--- src/priv_pkg.sv ---
package priv_pkg;

   localparam int XLEN       = 32;
   localparam int CSR_ADDR_W = 12;

   typedef enum logic [1:0] {
      PRIV_U = 2'b00,
      PRIV_M = 2'b11
   } priv_mode_t;

   typedef enum logic [3:0] {
      OP_NONE,
      OP_CSRRW,
      OP_CSRRS,
      OP_CSRRC,
      OP_CSRRWI,
      OP_CSRRSI,
      OP_CSRRCI,
      OP_ECALL,
      OP_EBREAK,
      OP_MRET,
      OP_WFI
   } sys_op_t;

   typedef enum logic [1:0] {
      ST_IDLE,
      ST_EXEC,
      ST_COMMIT
   } ctrl_state_t;

   ////////////////////////////////////////
   // machine csr map
   ////////////////////////////////////////
   typedef enum logic [CSR_ADDR_W-1:0] {
      CSR_MSTATUS   = 12'h300,
      CSR_MISA      = 12'h301,
      CSR_MIE       = 12'h304,
      CSR_MTVEC     = 12'h305,
      CSR_MSCRATCH  = 12'h340,
      CSR_MEPC      = 12'h341,
      CSR_MCAUSE    = 12'h342,
      CSR_MTVAL     = 12'h343,
      CSR_MIP       = 12'h344,
      CSR_MINSTRET  = 12'hb02,
      CSR_MINSTRETH = 12'hb82,
      CSR_MHARTID   = 12'hf14
   } csr_addr_t;

   // mie, mpie and mpp
   localparam logic [XLEN-1:0] MSTATUS_WMASK = 32'h0000_1888;
   // msie, mtie and meie
   localparam logic [XLEN-1:0] MIE_WMASK     = 32'h0000_0888;
   // mxl = 1, extensions I and U
   localparam logic [XLEN-1:0] MISA_VALUE    = 32'h4010_0100;

   ////////////////////////////////////////
   // trap causes
   ////////////////////////////////////////
   localparam logic [4:0] CAUSE_ILLEGAL = 5'd2;
   localparam logic [4:0] CAUSE_BREAK   = 5'd3;
   localparam logic [4:0] CAUSE_ECALL_U = 5'd8;
   localparam logic [4:0] CAUSE_ECALL_M = 5'd11;

   localparam logic [4:0] IRQ_SOFT  = 5'd3;
   localparam logic [4:0] IRQ_TIMER = 5'd7;
   localparam logic [4:0] IRQ_EXT   = 5'd11;

endpackage

--- src/priv_decoder.sv ---
`timescale 1ns/100ps

module priv_decoder (
   input  logic [priv_pkg::XLEN-1:0]       instr,
   output priv_pkg::sys_op_t               op,
   output logic [priv_pkg::CSR_ADDR_W-1:0] csr_addr,
   output logic [4:0]                      rd_idx,
   output logic [4:0]                      rs1_field
);

   localparam logic [6:0] OPC_SYSTEM = 7'b1110011;

   // funct3 = 0 system instructions are matched on the whole word
   localparam logic [priv_pkg::XLEN-1:0] INSTR_ECALL  = 32'h0000_0073;
   localparam logic [priv_pkg::XLEN-1:0] INSTR_EBREAK = 32'h0010_0073;
   localparam logic [priv_pkg::XLEN-1:0] INSTR_MRET   = 32'h3020_0073;
   localparam logic [priv_pkg::XLEN-1:0] INSTR_WFI    = 32'h1050_0073;

   logic [6:0] opcode;
   logic [2:0] funct3;

   assign opcode    = instr[6:0];
   assign funct3    = instr[14:12];
   assign csr_addr  = instr[31:20];
   assign rd_idx    = instr[11:7];
   assign rs1_field = instr[19:15];

   always_comb begin
      op = priv_pkg::OP_NONE;
      if (opcode == OPC_SYSTEM) begin
         case (funct3)
            3'b001: op = priv_pkg::OP_CSRRW;
            3'b010: op = priv_pkg::OP_CSRRS;
            3'b011: op = priv_pkg::OP_CSRRC;
            3'b101: op = priv_pkg::OP_CSRRWI;
            3'b110: op = priv_pkg::OP_CSRRSI;
            3'b111: op = priv_pkg::OP_CSRRCI;
            3'b000: begin
               case (instr)
                  INSTR_ECALL:  op = priv_pkg::OP_ECALL;
                  INSTR_EBREAK: op = priv_pkg::OP_EBREAK;
                  INSTR_MRET:   op = priv_pkg::OP_MRET;
                  INSTR_WFI:    op = priv_pkg::OP_WFI;
                  default:      op = priv_pkg::OP_NONE;
               endcase
            end
            // funct3 = 4 is reserved
            default: op = priv_pkg::OP_NONE;
         endcase
      end
   end

endmodule

--- src/csr_file.sv ---
`timescale 1ns/100ps

module csr_file (
   input  logic                            clk,
   input  logic                            rstn,
   input  priv_pkg::sys_op_t               op,
   input  logic [priv_pkg::CSR_ADDR_W-1:0] csr_addr,
   input  logic [priv_pkg::XLEN-1:0]       operand,
   input  priv_pkg::priv_mode_t            mode,
   input  logic                            commit,
   input  logic                            retire,
   input  logic                            trap_enter,
   input  logic [priv_pkg::XLEN-1:0]       trap_cause,
   input  logic [priv_pkg::XLEN-1:0]       trap_epc,
   input  logic [priv_pkg::XLEN-1:0]       trap_tval,
   input  logic                            mret,
   input  logic                            ext_irq,
   input  logic                            sw_irq,
   input  logic                            timer_irq,
   output logic [priv_pkg::XLEN-1:0]       rdata,
   output logic                            csr_fault,
   output logic                            mstatus_mie,
   output priv_pkg::priv_mode_t            mstatus_mpp,
   output logic [priv_pkg::XLEN-1:0]       mie,
   output logic [priv_pkg::XLEN-1:0]       mtvec,
   output logic [priv_pkg::XLEN-1:0]       mepc
);

   logic [priv_pkg::XLEN-1:0] mstatus;
   logic [priv_pkg::XLEN-1:0] mscratch;
   logic [priv_pkg::XLEN-1:0] mcause;
   logic [priv_pkg::XLEN-1:0] mtval;
   logic [63:0]               minstret;
   logic [priv_pkg::XLEN-1:0] mip;

   logic                      is_csr_op;
   logic                      is_write;
   logic                      addr_known;
   logic                      wr_en;
   logic [priv_pkg::XLEN-1:0] wdata;
   logic [1:0]                mpp_wr;
   logic [priv_pkg::XLEN-1:0] mstatus_wr;

   // live view of the irq lines
   assign mip = {{(priv_pkg::XLEN-12){1'b0}}, ext_irq, 3'b0, timer_irq, 3'b0, sw_irq, 3'b0};

   // operand arrives as zero when the rs1 field is zero
   always_comb begin
      is_csr_op = 1'b1;
      is_write  = 1'b1;
      wdata     = operand;
      case (op)
         priv_pkg::OP_CSRRW, priv_pkg::OP_CSRRWI: wdata = operand;
         priv_pkg::OP_CSRRS, priv_pkg::OP_CSRRSI: begin
            wdata    = rdata | operand;
            is_write = (operand != '0);
         end
         priv_pkg::OP_CSRRC, priv_pkg::OP_CSRRCI: begin
            wdata    = rdata & ~operand;
            is_write = (operand != '0);
         end
         default: begin
            is_csr_op = 1'b0;
            is_write  = 1'b0;
         end
      endcase
   end

   ////////////////////////////////////////
   // read side
   ////////////////////////////////////////
   always_comb begin
      addr_known = 1'b1;
      case (csr_addr)
         priv_pkg::CSR_MSTATUS:   rdata = mstatus;
         priv_pkg::CSR_MISA:      rdata = priv_pkg::MISA_VALUE;
         priv_pkg::CSR_MIE:       rdata = mie;
         priv_pkg::CSR_MTVEC:     rdata = mtvec;
         priv_pkg::CSR_MSCRATCH:  rdata = mscratch;
         priv_pkg::CSR_MEPC:      rdata = mepc;
         priv_pkg::CSR_MCAUSE:    rdata = mcause;
         priv_pkg::CSR_MTVAL:     rdata = mtval;
         priv_pkg::CSR_MIP:       rdata = mip;
         priv_pkg::CSR_MINSTRET:  rdata = minstret[31:0];
         priv_pkg::CSR_MINSTRETH: rdata = minstret[63:32];
         priv_pkg::CSR_MHARTID:   rdata = '0;
         default: begin
            rdata      = '0;
            addr_known = 1'b0;
         end
      endcase
   end

   // top two address bits set means read only
   assign csr_fault = is_csr_op &&
                      (!addr_known || mode == priv_pkg::PRIV_U ||
                       (is_write && csr_addr[11:10] == 2'b11));

   assign wr_en = commit && is_write;

   ////////////////////////////////////////
   // write side
   ////////////////////////////////////////
   // mpp only holds U or M
   assign mpp_wr     = (wdata[12:11] == 2'b11) ? 2'b11 : 2'b00;
   assign mstatus_wr = (wr_en && csr_addr == priv_pkg::CSR_MSTATUS) ?
                       ({wdata[31:13], mpp_wr, wdata[10:0]} & priv_pkg::MSTATUS_WMASK) :
                       mstatus;

   always_ff @(posedge clk) begin
      if (rstn) begin
         mstatus  <= '0;
         mie      <= '0;
         mtvec    <= '0;
         mscratch <= '0;
         mepc     <= '0;
         mcause   <= '0;
         mtval    <= '0;
         minstret <= '0;
      end else begin
         if (retire) begin
            minstret <= minstret + 64'd1;
         end
         // an explicit write beats the retire count
         if (wr_en) begin
            case (csr_addr)
               priv_pkg::CSR_MIE:       mie             <= wdata & priv_pkg::MIE_WMASK;
               priv_pkg::CSR_MSCRATCH:  mscratch        <= wdata;
               priv_pkg::CSR_MEPC:      mepc            <= {wdata[31:2], 2'b00};
               priv_pkg::CSR_MCAUSE:    mcause          <= wdata;
               priv_pkg::CSR_MTVAL:     mtval           <= wdata;
               priv_pkg::CSR_MINSTRET:  minstret[31:0]  <= wdata;
               priv_pkg::CSR_MINSTRETH: minstret[63:32] <= wdata;
               priv_pkg::CSR_MTVEC: begin
                  // modes 2 and 3 are reserved
                  if (!wdata[1]) begin
                     mtvec <= wdata;
                  end
               end
               default: ;
            endcase
         end
         if (trap_enter) begin
            mepc    <= {trap_epc[31:2], 2'b00};
            mcause  <= trap_cause;
            mtval   <= trap_tval;
            // mpp = mode, mpie = mie, mie = 0
            mstatus <= {mstatus_wr[31:13], mode, mstatus_wr[10:8], mstatus_wr[3],
                        mstatus_wr[6:4], 1'b0, mstatus_wr[2:0]};
         end else if (mret) begin
            // mpp = U, mpie = 1, mie = mpie
            mstatus <= {mstatus_wr[31:13], priv_pkg::PRIV_U, mstatus_wr[10:8], 1'b1,
                        mstatus_wr[6:4], mstatus_wr[7], mstatus_wr[2:0]};
         end else begin
            mstatus <= mstatus_wr;
         end
      end
   end

   assign mstatus_mie = mstatus[3];
   assign mstatus_mpp = priv_pkg::priv_mode_t'(mstatus[12:11]);

   // trap entry and return are exclusive per commit
   assert property (@(posedge clk) disable iff (rstn) !(trap_enter && mret));

   // the controller only writes accesses that passed the checks
   assert property (@(posedge clk) disable iff (rstn) commit |-> !csr_fault);

endmodule

--- src/intr_ctrl.sv ---
`timescale 1ns/100ps

module intr_ctrl (
   input  logic                      ext_irq,
   input  logic                      sw_irq,
   input  logic                      timer_irq,
   input  logic [priv_pkg::XLEN-1:0] mie,
   input  logic                      mstatus_mie,
   input  priv_pkg::priv_mode_t      mode,
   output logic                      irq_pending,
   output logic [4:0]                irq_cause
);

   logic global_en;
   logic ext_take;
   logic sw_take;
   logic timer_take;

   // U mode always takes machine interrupts
   assign global_en = (mode == priv_pkg::PRIV_U) || mstatus_mie;

   assign ext_take   = ext_irq   && mie[priv_pkg::IRQ_EXT]   && global_en;
   assign sw_take    = sw_irq    && mie[priv_pkg::IRQ_SOFT]  && global_en;
   assign timer_take = timer_irq && mie[priv_pkg::IRQ_TIMER] && global_en;

   assign irq_pending = ext_take || sw_take || timer_take;

   // external first, then software, then timer
   always_comb begin
      if (ext_take) begin
         irq_cause = priv_pkg::IRQ_EXT;
      end else if (sw_take) begin
         irq_cause = priv_pkg::IRQ_SOFT;
      end else begin
         irq_cause = priv_pkg::IRQ_TIMER;
      end
   end

endmodule

--- src/trap_ctrl.sv ---
`timescale 1ns/100ps

module trap_ctrl #(
   parameter logic [priv_pkg::XLEN-1:0] RESET_VECTOR = 32'h0000_1000
) (
   input  logic                            clk,
   input  logic                            rstn,
   input  logic                            in_valid,
   input  logic [priv_pkg::XLEN-1:0]       in_pc,
   input  logic [priv_pkg::XLEN-1:0]       in_instr,
   input  logic [priv_pkg::XLEN-1:0]       in_rs1_value,
   input  priv_pkg::sys_op_t               op,
   input  logic [priv_pkg::CSR_ADDR_W-1:0] csr_addr,
   input  logic [4:0]                      rd_idx,
   input  logic [4:0]                      rs1_field,
   input  logic [priv_pkg::XLEN-1:0]       rdata,
   input  logic                            csr_fault,
   input  priv_pkg::priv_mode_t            mstatus_mpp,
   input  logic [priv_pkg::XLEN-1:0]       mtvec,
   input  logic [priv_pkg::XLEN-1:0]       mepc,
   input  logic                            irq_pending,
   input  logic [4:0]                      irq_cause,
   output logic                            in_ready,
   output logic [priv_pkg::XLEN-1:0]       instr_q,
   output logic [priv_pkg::XLEN-1:0]       operand,
   output priv_pkg::priv_mode_t            mode,
   output logic                            commit,
   output logic                            retire,
   output logic                            trap_enter,
   output logic [priv_pkg::XLEN-1:0]       trap_cause,
   output logic [priv_pkg::XLEN-1:0]       trap_epc,
   output logic [priv_pkg::XLEN-1:0]       trap_tval,
   output logic                            mret,
   output logic                            res_valid,
   output logic [priv_pkg::XLEN-1:0]       res_rd_data,
   output logic                            res_rd_write,
   output logic [priv_pkg::XLEN-1:0]       res_next_pc,
   output logic                            res_trap
);

   localparam logic [priv_pkg::XLEN-1:0] INSTR_BYTES = 4;

   priv_pkg::ctrl_state_t     state;
   logic [priv_pkg::XLEN-1:0] pc_q;
   logic [priv_pkg::XLEN-1:0] rs1_q;
   logic [priv_pkg::XLEN-1:0] rdata_q;
   logic                      fault_q;

   logic                      is_csr_op;
   logic                      is_imm_op;
   logic                      exc_valid;
   logic [4:0]                exc_cause;
   logic                      irq_hold;
   logic                      take_irq;
   logic                      at_commit;
   logic                      rd_write;
   logic [priv_pkg::XLEN-1:0] tvec_base;
   logic [priv_pkg::XLEN-1:0] next_pc;

   ////////////////////////////////////////
   // exception check
   ////////////////////////////////////////
   always_comb begin
      is_csr_op = 1'b0;
      is_imm_op = 1'b0;
      exc_valid = 1'b0;
      exc_cause = priv_pkg::CAUSE_ILLEGAL;
      case (op)
         priv_pkg::OP_CSRRW, priv_pkg::OP_CSRRS, priv_pkg::OP_CSRRC: begin
            is_csr_op = 1'b1;
            exc_valid = fault_q;
         end
         priv_pkg::OP_CSRRWI, priv_pkg::OP_CSRRSI, priv_pkg::OP_CSRRCI: begin
            is_csr_op = 1'b1;
            is_imm_op = 1'b1;
            exc_valid = fault_q;
         end
         priv_pkg::OP_ECALL: begin
            exc_valid = 1'b1;
            exc_cause = (mode == priv_pkg::PRIV_U) ? priv_pkg::CAUSE_ECALL_U :
                                                     priv_pkg::CAUSE_ECALL_M;
         end
         priv_pkg::OP_EBREAK: begin
            exc_valid = 1'b1;
            exc_cause = priv_pkg::CAUSE_BREAK;
         end
         priv_pkg::OP_MRET: exc_valid = (mode == priv_pkg::PRIV_U);
         default: ;
      endcase
   end

   // x0 and a zero immediate both give a zero operand
   assign operand = (rs1_field == 5'd0) ? '0 :
                    is_imm_op ? {{(priv_pkg::XLEN-5){1'b0}}, rs1_field} : rs1_q;

   // trap setup changes settle before the next interrupt check
   assign irq_hold = (op == priv_pkg::OP_MRET) ||
                     (is_csr_op && (csr_addr == priv_pkg::CSR_MSTATUS ||
                                    csr_addr == priv_pkg::CSR_MIE ||
                                    csr_addr == priv_pkg::CSR_MTVEC));
   assign take_irq = irq_pending && !exc_valid && !irq_hold;

   assign at_commit  = (state == priv_pkg::ST_COMMIT);
   assign commit     = at_commit && is_csr_op && !fault_q;
   assign retire     = at_commit && !exc_valid;
   assign trap_enter = at_commit && (exc_valid || take_irq);
   assign mret       = at_commit && op == priv_pkg::OP_MRET && !exc_valid;
   assign rd_write   = is_csr_op && !exc_valid && rd_idx != 5'd0;

   // interrupts set bit 31 of mcause
   assign trap_cause = exc_valid ? {{(priv_pkg::XLEN-5){1'b0}}, exc_cause} :
                                   {1'b1, {(priv_pkg::XLEN-6){1'b0}}, irq_cause};
   assign trap_epc   = exc_valid ? pc_q : pc_q + INSTR_BYTES;
   assign trap_tval  = (exc_valid && exc_cause == priv_pkg::CAUSE_ILLEGAL) ? instr_q : '0;

   ////////////////////////////////////////
   // next pc
   ////////////////////////////////////////
   assign tvec_base = {mtvec[priv_pkg::XLEN-1:2], 2'b00};

   always_comb begin
      if (exc_valid) begin
         next_pc = tvec_base;
      end else if (take_irq && mtvec[0]) begin
         next_pc = tvec_base + {{(priv_pkg::XLEN-7){1'b0}}, irq_cause, 2'b00};
      end else if (take_irq) begin
         next_pc = tvec_base;
      end else if (op == priv_pkg::OP_MRET) begin
         next_pc = mepc;
      end else begin
         next_pc = pc_q + INSTR_BYTES;
      end
   end

   assign in_ready = (state == priv_pkg::ST_IDLE);

   always_ff @(posedge clk) begin
      if (rstn) begin
         state        <= priv_pkg::ST_IDLE;
         mode         <= priv_pkg::PRIV_M;
         res_valid    <= 1'b0;
         res_trap     <= 1'b0;
         res_rd_write <= 1'b0;
         res_next_pc  <= RESET_VECTOR;
      end else begin
         res_valid <= at_commit;
         case (state)
            priv_pkg::ST_IDLE: begin
               if (in_valid) begin
                  state <= priv_pkg::ST_EXEC;
               end
            end
            priv_pkg::ST_EXEC: state <= priv_pkg::ST_COMMIT;
            priv_pkg::ST_COMMIT: begin
               state        <= priv_pkg::ST_IDLE;
               res_trap     <= trap_enter;
               res_rd_write <= rd_write;
               res_next_pc  <= next_pc;
               if (trap_enter) begin
                  mode <= priv_pkg::PRIV_M;
               end else if (mret) begin
                  mode <= mstatus_mpp;
               end
            end
            default: state <= priv_pkg::ST_IDLE;
         endcase
      end
   end

   // instruction and read data
   always_ff @(posedge clk) begin
      if (in_valid && in_ready) begin
         pc_q    <= in_pc;
         instr_q <= in_instr;
         rs1_q   <= in_rs1_value;
      end
      if (state == priv_pkg::ST_EXEC) begin
         rdata_q <= rdata;
         fault_q <= csr_fault;
      end
      if (at_commit) begin
         res_rd_data <= rd_write ? rdata_q : '0;
      end
   end

   // three cycles from acceptance to the next acceptance
   assert property (@(posedge clk) disable iff (rstn)
      in_valid && in_ready |=> !in_ready ##1 !in_ready ##1 in_ready);

   // no back-pressure on results, so a single-cycle pulse
   assert property (@(posedge clk) disable iff (rstn) res_valid |=> !res_valid);

endmodule

--- src/priv_unit.sv ---
`timescale 1ns/100ps

module priv_unit #(
   parameter logic [priv_pkg::XLEN-1:0] RESET_VECTOR = 32'h0000_1000
) (
   input  logic                      clk,
   input  logic                      rstn,
   input  logic                      in_valid,
   input  logic [priv_pkg::XLEN-1:0] in_pc,
   input  logic [priv_pkg::XLEN-1:0] in_instr,
   input  logic [priv_pkg::XLEN-1:0] in_rs1_value,
   input  logic                      ext_irq,
   input  logic                      sw_irq,
   input  logic                      timer_irq,
   output logic                      in_ready,
   output logic                      res_valid,
   output logic [priv_pkg::XLEN-1:0] res_rd_data,
   output logic                      res_rd_write,
   output logic [priv_pkg::XLEN-1:0] res_next_pc,
   output logic                      res_trap,
   output priv_pkg::priv_mode_t      priv_mode
);

   logic [priv_pkg::XLEN-1:0]       instr_q;
   priv_pkg::sys_op_t               op;
   logic [priv_pkg::CSR_ADDR_W-1:0] csr_addr;
   logic [4:0]                      rd_idx;
   logic [4:0]                      rs1_field;
   logic [priv_pkg::XLEN-1:0]       operand;
   logic                            commit;
   logic                            retire;
   logic                            trap_enter;
   logic [priv_pkg::XLEN-1:0]       trap_cause;
   logic [priv_pkg::XLEN-1:0]       trap_epc;
   logic [priv_pkg::XLEN-1:0]       trap_tval;
   logic                            mret;
   logic [priv_pkg::XLEN-1:0]       rdata;
   logic                            csr_fault;
   logic                            mstatus_mie;
   priv_pkg::priv_mode_t            mstatus_mpp;
   logic [priv_pkg::XLEN-1:0]       mie;
   logic [priv_pkg::XLEN-1:0]       mtvec;
   logic [priv_pkg::XLEN-1:0]       mepc;
   logic                            irq_pending;
   logic [4:0]                      irq_cause;

   // remaining ports connect by matching names
   priv_decoder u_decoder (.instr(instr_q), .*);

   csr_file u_csr_file (.mode(priv_mode), .*);

   intr_ctrl u_intr_ctrl (.mode(priv_mode), .*);

   trap_ctrl #(
      .RESET_VECTOR (RESET_VECTOR)
   ) u_trap_ctrl (
      .mode (priv_mode),
      .*
   );

endmodule

--- config.mk ---
export PLATFORM = sky130hd
export DESIGN_NAME = priv_unit
export DESIGN_NICKNAME = d
export VERILOG_FILES = /design/src/priv_pkg.sv /design/src/priv_decoder.sv /design/src/csr_file.sv /design/src/intr_ctrl.sv /design/src/trap_ctrl.sv /design/src/priv_unit.sv
export SDC_FILE = /design/constraint.sdc
export NUM_CORES = 1
export LEC_CHECK = 0
export ABC_AREA = 0
export ABC_CLOCK_PERIOD_IN_PS = 4700
export BUFFER_PORTS_ARGS = -buffer_cell sky130_fd_sc_hd__buf_4
export CORE_MARGIN = 3
export CORE_UTILIZATION = 38
export DETAILED_ROUTE_END_ITERATION = 7
export PLACE_DENSITY = 0.56
export SLEW_MARGIN = 20
export SYNTH_ARGS = -nofsm -noshare
export SYNTH_HDL_FRONTEND = slang
export SYNTH_SLANG_ARGS = --single-unit
--- constraint.sdc ---
create_clock -name clk -period 4.7 [get_ports clk]
set_clock_uncertainty 0.1 [all_clocks]
set_input_delay 0.705 -clock clk [delete_from_list [all_inputs] [get_ports clk]]
set_output_delay 0.705 -clock clk [all_outputs]
set_load 0.01 [all_outputs]
# --- Yosys cells after proc, flatten, opt, wreduce, memory -nomap -nowiden ---
# Index checks and enable logic that the tools add are counted.
op_classes:
  mux: 44
  addsub: 3
  bitwise_logic: 4
  n_reduce_logical: 65
  eq_ne: 38
ops:
  columns: ["cell", "count"]
  rows:
  - ["$mux W32", 21]
  - ["$pmux W32 S11", 1]
  - ["$mux W64", 2]
  - ["$eq A12 B10 Y1 const B", 9]
  - ["$add A64 B1 Y64 const B", 1]
  - ["$pmux W32 S2", 1]
  - ["$eq A12 B12 Y1 const B", 3]
  - ["$add A32 B3 Y32 const B", 1]
  - ["$add A32 B7 Y32", 1]
  - ["$and A32 B32 Y32", 1]
  - ["$eq A32 B21 Y1 const B", 1]
  - ["$eq A32 B29 Y1 const B", 1]
  - ["$eq A32 B30 Y1 const B", 1]
  - ["$eq A32 B7 Y1 const B", 1]
  - ["$not A32 Y32", 1]
  - ["$or A32 B32 Y32", 1]
  - ["$reduce_bool A32 Y1", 1]
  - ["$pmux W4 S7", 1]
  - ["$mux W13", 2]
  - ["$logic_and A1 B1 Y1", 24]
  - ["$eq A4 B3 Y1 const B", 4]
  - ["$pmux W4 S4", 1]
  - ["$reduce_and A2 Y1", 6]
  - ["$reduce_or A12 Y1", 1]
  - ["34 further kinds", 67]
word_totals:
  regBits: 456
  output_inout_bits: 70
  in_bits: 102

# --- Logic depth before layout (Yosys ltp) ---
depth:
  word_depth: 17
  depth_mapped: 13

# --- By module ---
# A second synthesis with hierarchy kept.
unflattened:
  hier_cells: 2666
  hier_area_um2: 23916.7
modules_own_cells:
  columns: ["module", "area_each_um2", "n_inst", "cells_per_inst", "seq_area_each_um2"]
  rows:
  - ["csr_file", 13254.0, 1, 1658, 4564.4]
  - ["trap_ctrl", 10176.0, 1, 941, 5615.4]
  - ["priv_decoder", 407.9, 1, 55, 0.0]
  - ["intr_ctrl", 78.8, 1, 12, 0.0]

# --- Worst setup path before layout ---
# No wires, ideal clock.
synth_timing:
  kind: "input-to-reg"
  start: "input port in_valid"
  end: "register u_trap_ctrl.instr_q[0] (netlist name), enable pin"
  required_time_ns: 4.135
  path_stages: 1
  slack_ns: 1.210
  n_path_buf: 0
  t_arrival_ns: 2.925
  setup_time_ns: 0.465
  path_cell_list: "and2_1"
synth_between:
  elab_chain_cells: 1
synth_lines:
  columns: ["item", "line_no", "text"]
  rows:
  - ["start: declaration", "priv_unit.sv:8", "input logic in_valid,"]
  - ["$logic_and A1 B1 Y1", "trap_ctrl.sv:172", "if (in_valid && in_ready) begin"]
  - ["end signal: assignment", "trap_ctrl.sv:174", "instr_q <= in_instr;"]
  - ["end: declaration", "trap_ctrl.sv:24", "output logic [priv_pkg::XLEN-1:0] instr_q,"]
# Every way passes these cells.
# A chain may end at the register's enable or synchronous reset.

# --- Worst setup path in the final report ---
layout_timing:
  start: "register u_trap_ctrl.instr_q[23] (netlist name)"
  end: "register u_csr_file.mstatus[11] (netlist name)"
layout_between:
  elab_cells_between_ends: 68
layout_lines:
  columns: ["item", "line_no", "text"]
  rows:
  - ["$eq A12 B12 Y1 / $eq A12 B10 Y1 (equally long branches)", "csr_file.sv:74", "case (csr_addr)"]
  - ["$pmux W32 S11 *", "csr_file.sv:74", null]
  - ["via rdata (one bit)", "priv_unit.sv:37", "logic [priv_pkg::XLEN-1:0] rdata;"]
  - ["$and A32 B32 Y32 / $or A32 B32 Y32 (equally long branches)", "csr_file.sv:59, csr_file.sv:55", null]
  - ["$pmux W32 S2 *", "csr_file.sv:52", "case (op)"]
  - ["$eq A2 B2 Y1 *", "csr_file.sv:105", "assign mpp_wr = (wdata[12:11] == 2'b11) ? 2'b11 : 2'b00;"]
  - ["$mux W2 *", "csr_file.sv:105", null]
  - ["$mux W32 *", "csr_file.sv:106", "assign mstatus_wr = (wr_en && csr_addr == priv_pkg::CSR_MSTATUS) ?"]
  - ["$mux W13 *", "csr_file.sv:150", "end else if (mret) begin"]
  - ["$mux W13 *", "csr_file.sv:143", "if (trap_enter) begin"]
  - ["end signal: assignment", "csr_file.sv:148", "mstatus <= {mstatus_wr[31:13], mode, mstatus_wr[10:8], mstatus_wr[3],"]
  - ["end signal: assignment", "csr_file.sv:152", "mstatus <= {mstatus_wr[31:13], priv_pkg::PRIV_U, mstatus_wr[10:8], 1'b1,"]
  - ["end signal: assignment", "csr_file.sv:155", "mstatus <= mstatus_wr;"]
  - ["end: declaration", "csr_file.sv:29", "logic [priv_pkg::XLEN-1:0] mstatus;"]
# Mark *: on every way through the listed nets, which the timed path passes. The rest lies on a longest branch. The select of a mux whose other input is x is not followed.

==> impl_results.md <==
- Worst-margin pin slew: about 1000 ps
- Async set-reset flop share out of synthesis: 0
- Fmax: roughly 230 MHz
- Die area: around 0.06 mm2
- Post-Route WL: roughly 95 mm
- Mapped Area: between 0.02 and 0.025 mm2
- DRT antenna net count: 0
- Non-filler instance count after layout: roughly 3300
- Sink Count: 428
- Hold EP: u_trap_ctrl.pc_q[13]
- Worst-path fanout max: 17
- Sequential cell area fraction in the yosys report: 0.464
- RSZ-0062 raised after global routing: false
- Combinational Power Share: 0.066
- R2R Setup Slk: 290 ps
- Crit end category: flip-flop
- Worst r2r src: u_trap_ctrl.instr_q[23]
- Syn_area_per_cell: 9.20 um2
- Worst hold start: in_pc[13]
- Post-DP HPWL: 69.5 mm
- Status: finished clean
- Psw: roughly 2.1 mW
- Required time of the critical path: 5140 ps
- Synth cell types: 94
- Total CTS buffers: around 50
- Clock Latency Late Sink: a little over 600 ps
- Initial DRT Pass Iterations: 7
- Main synth FF type: dfxtp_1
- Syn nets: about 2500
- Final setup fails: 0
- Final nets: approximately 2600
- Fin util: 0.458
- Setup crit start kind: flip-flop
- Post-Synthesis Cells: 2382
- Clock slew at reported path FFs: about 60 ps
- Post-CTS Setup Inserts: 0
- Logic depth of the worst register-to-register path: 10
- Area delta synth->final: 18.4%
- Sw frac: 0.244
- Seq pwr share: 0.473
- Total Routing Usage GR: 0.306
- Share of cells above drive strength 1: 0.176
- Fillcell total: between 5000 and 6000
- Final Wtd Congestion: 0.995
- Port buffer count: 171
- Clock buffer depth: 3
- Synthesized flop and latch total: 428
- Relative slew slack: 0.327
- Cts hold-fix bufs: 0
- Placed Cells: roughly 3200
- Fin crit period: 4410 ps
- EDFF count, synth: 161
- Clk pwr share: 0.461
- Vias per Instance: between 6 and 7
- Hold WC Path Type: input pin to flip-flop
- Clock root cell: clkbuf_16
- Final slew viol count: 0
- Initial antenna violation count: 5
- Core Box Area: ~0.057 mm2
- Final Hold Fails: 0
- Starting Density: 0.387
- Post-route setup TNS: 0 ps
- Area of the multi-input gates: about 0.011 mm2
- PostCTS Resize Cnt: 0
- Chip height: around 250 um
- Total gr overflow: 0
- Die extent in x: around 250 um
- Worst IR Drop VDD: between 0.3 and 0.4 mV
- Hold Path Cell Cnt: 1
- CTS tree: done
- Worst r2r dst: u_csr_file.mstatus[11]
- Vias: around 21000
- Sequential Area: just over 0.01 mm2
- Row count: a little under 90
- CTS H-tree depth: 2
- Ys Warns: 0
- Total Power: 8.53 mW
- Leak pwr: 9.07 nW
- Setup CP Type: flip-flop to flip-flop
- First-pass GRT wire length: about 140 mm
- Fin crit share: 0.938
- Starting DRT DRC Count: roughly 2800
- Largest net degree at the start of global routing: 75
- WL per Instance: about 29 um
- Power density over the cells: 329 mW/mm2
- MaxCap Viol Count: 0
- DRC viols: 0
- Ports: approximately 170
- Final hold slack: between 150 and 200 ps
- Vias in the first global route: 19206
- Worst EP arrival: just under 5000 ps
- Antenna diodes: 0
- Internal power: 6.45 mW
-- state kept, by name, summed over array words and instances (netlist names), 32 cells and up --
signal                   count
u_csr_file.mcause           32
u_trap_ctrl.rs1_q           32
u_trap_ctrl.res_rd_data     32
u_trap_ctrl.rdata_q         32
u_csr_file.mtval            32
u_trap_ctrl.pc_q            32
u_trap_ctrl.instr_q         32
u_trap_ctrl.res_next_pc     32
u_csr_file.minstret         64
u_csr_file.mscratch         32
-- critical path: stages, from the launching register on --
cell and delay [ps]:
edfxtp_1 660, or4b_1 740, nor4_2 470, buf_4 410, a22oi_1 170, o2111ai_1 340
o211ai_1 230, mux2_2 540, nand3b_1 300, a21oi_1 240, and2_1 160
-- worst max path at each step --
stage	startpoint	endpoint	slack, ps
final	u_trap_ctrl.instr_q[23]	u_csr_file.mstatus[11]	290
after global routing	u_trap_ctrl.instr_q[23]	u_csr_file.minstret[45]	270
after detailed placement	u_trap_ctrl.instr_q[23]	u_csr_file.mstatus[11]	450
after floorplan	in_valid	u_trap_ctrl.instr_q[0]	1210
after CTS	u_trap_ctrl.instr_q[23]	u_csr_file.mstatus[11]	450
after global placement	u_trap_ctrl.instr_q[23]	u_csr_file.mstatus[11]	390
-- stage by stage --
stage                     area [um2]  setup slack, ps
final                          26000              292
after global routing           26000              271
after CTS                      26000              448
after detailed placement       24300              452
after global placement         24300              391
after floorplan                21900             1210
-- synthesized netlist by cell type, types with 6 or more instances --
cell / n / area (um2)
mux2_2: 25 / 282
buf_2: 41 / 205
nand2_1: 192 / 721
nand3_1: 88 / 440
a31oi_1: 15 / 93.8
buf_1: 10 / 37.5
o21ai_1: 7 / 35.0
o2111ai_1: 8 / 70.1
xnor2_1: 64 / 561
a22o_1: 22 / 193
and4_1: 12 / 105
a211oi_2: 12 / 150
and3_1: 38 / 238
a32oi_1: 8 / 70.1
o221a_2: 7 / 78.8
buf_6: 6 / 67.6
dfxtp_1: 267 / 5350
inv_1: 27 / 101
o21a_1: 17 / 128
o22ai_1: 19 / 119
a222oi_1: 35 / 350
edfxtp_1: 161 / 4830
nor2_1: 322 / 1210
xor2_1: 53 / 464
nor4_1: 38 / 238
a21o_1: 12 / 90.1
clkbuf_1: 127 / 477
nand4_1: 30 / 188
and2_1: 53 / 332
a211oi_1: 163 / 1220
a31o_2: 12 / 105
mux2i_1: 32 / 320
nor3_1: 45 / 225
a41oi_1: 6 / 52.6
a22oi_1: 23 / 173
nand3b_1: 6 / 45.0
or3_1: 13 / 81.3
o21ai_0: 78 / 390
nor2b_1: 6 / 37.5
or2_2: 6 / 37.5
o211ai_1: 16 / 120
o31ai_1: 11 / 82.6
a21oi_1: 130 / 651
nand2b_1: 8 / 50.1
-- power groups by stage --
stage	combinational, mW	sequential, mW	clock, mW
final	0.560	4.04	3.93
after global routing	0.580	4.04	4.12
after CTS	0.549	4.03	3.99
after detailed placement	0.547	4.11	0
after global placement	0.544	4.11	0
after floorplan	0.259	4.07	0
-- routing by layer --
| metal | GRT usage | vias up | part of all wire |
|---|---|---|---|
| met4 | 0.180 | 4 | 0.069 |
| met1 | 0.410 | 10042 | 0.40 |
| li1 | - | 9186 | - |
| met3 | 0.0545 | 265 | 0.093 |
| met5 | 0 | - | 0.00037 |
| met2 | 0.463 | 1209 | 0.43 |
-- kinds of logic (layout without fill, tap and decap cells) --
group                      count (synthesis)  after routing  synth area share
buffers and inverters                    216            391            0.0421
xor gates and xnor gates                 117            117            0.0467
muxes                                     58             58            0.0285
AOI/OAI and AO/OA                        667            667             0.221
and+or+nand+nor                          891            891             0.195
DFF                                      428            428             0.464
adders and majority gates                  5              5           0.00285
-- placed cells by master (no fill, tap or decap), types with 26 or more instances in the layout --
master and count:
nor2_1 321, dfxtp_1 267, buf_4 264, nand2_1 192, a211oi_1 161, edfxtp_1 161
a21oi_1 129, nand3_1 88, o21ai_0 78, xnor2_1 64, xor2_1 53, and2_1 49
clkbuf_16 49, nor3_1 43, and3_1 38, nor4_1 37, a222oi_1 35, mux2i_1 32
nand4_1 30, inv_1 26
-- area by class of cell --
type                    count  area share
multi-input cells        1738       0.420
flip-flops and latches    428       0.392
well taps                 756      0.0364
clock inverters            24      0.0116
clock buffers              64      0.0509
repair buffers            275      0.0845
inverters                  28     0.00405
Power figures use the tool's default switching activity.
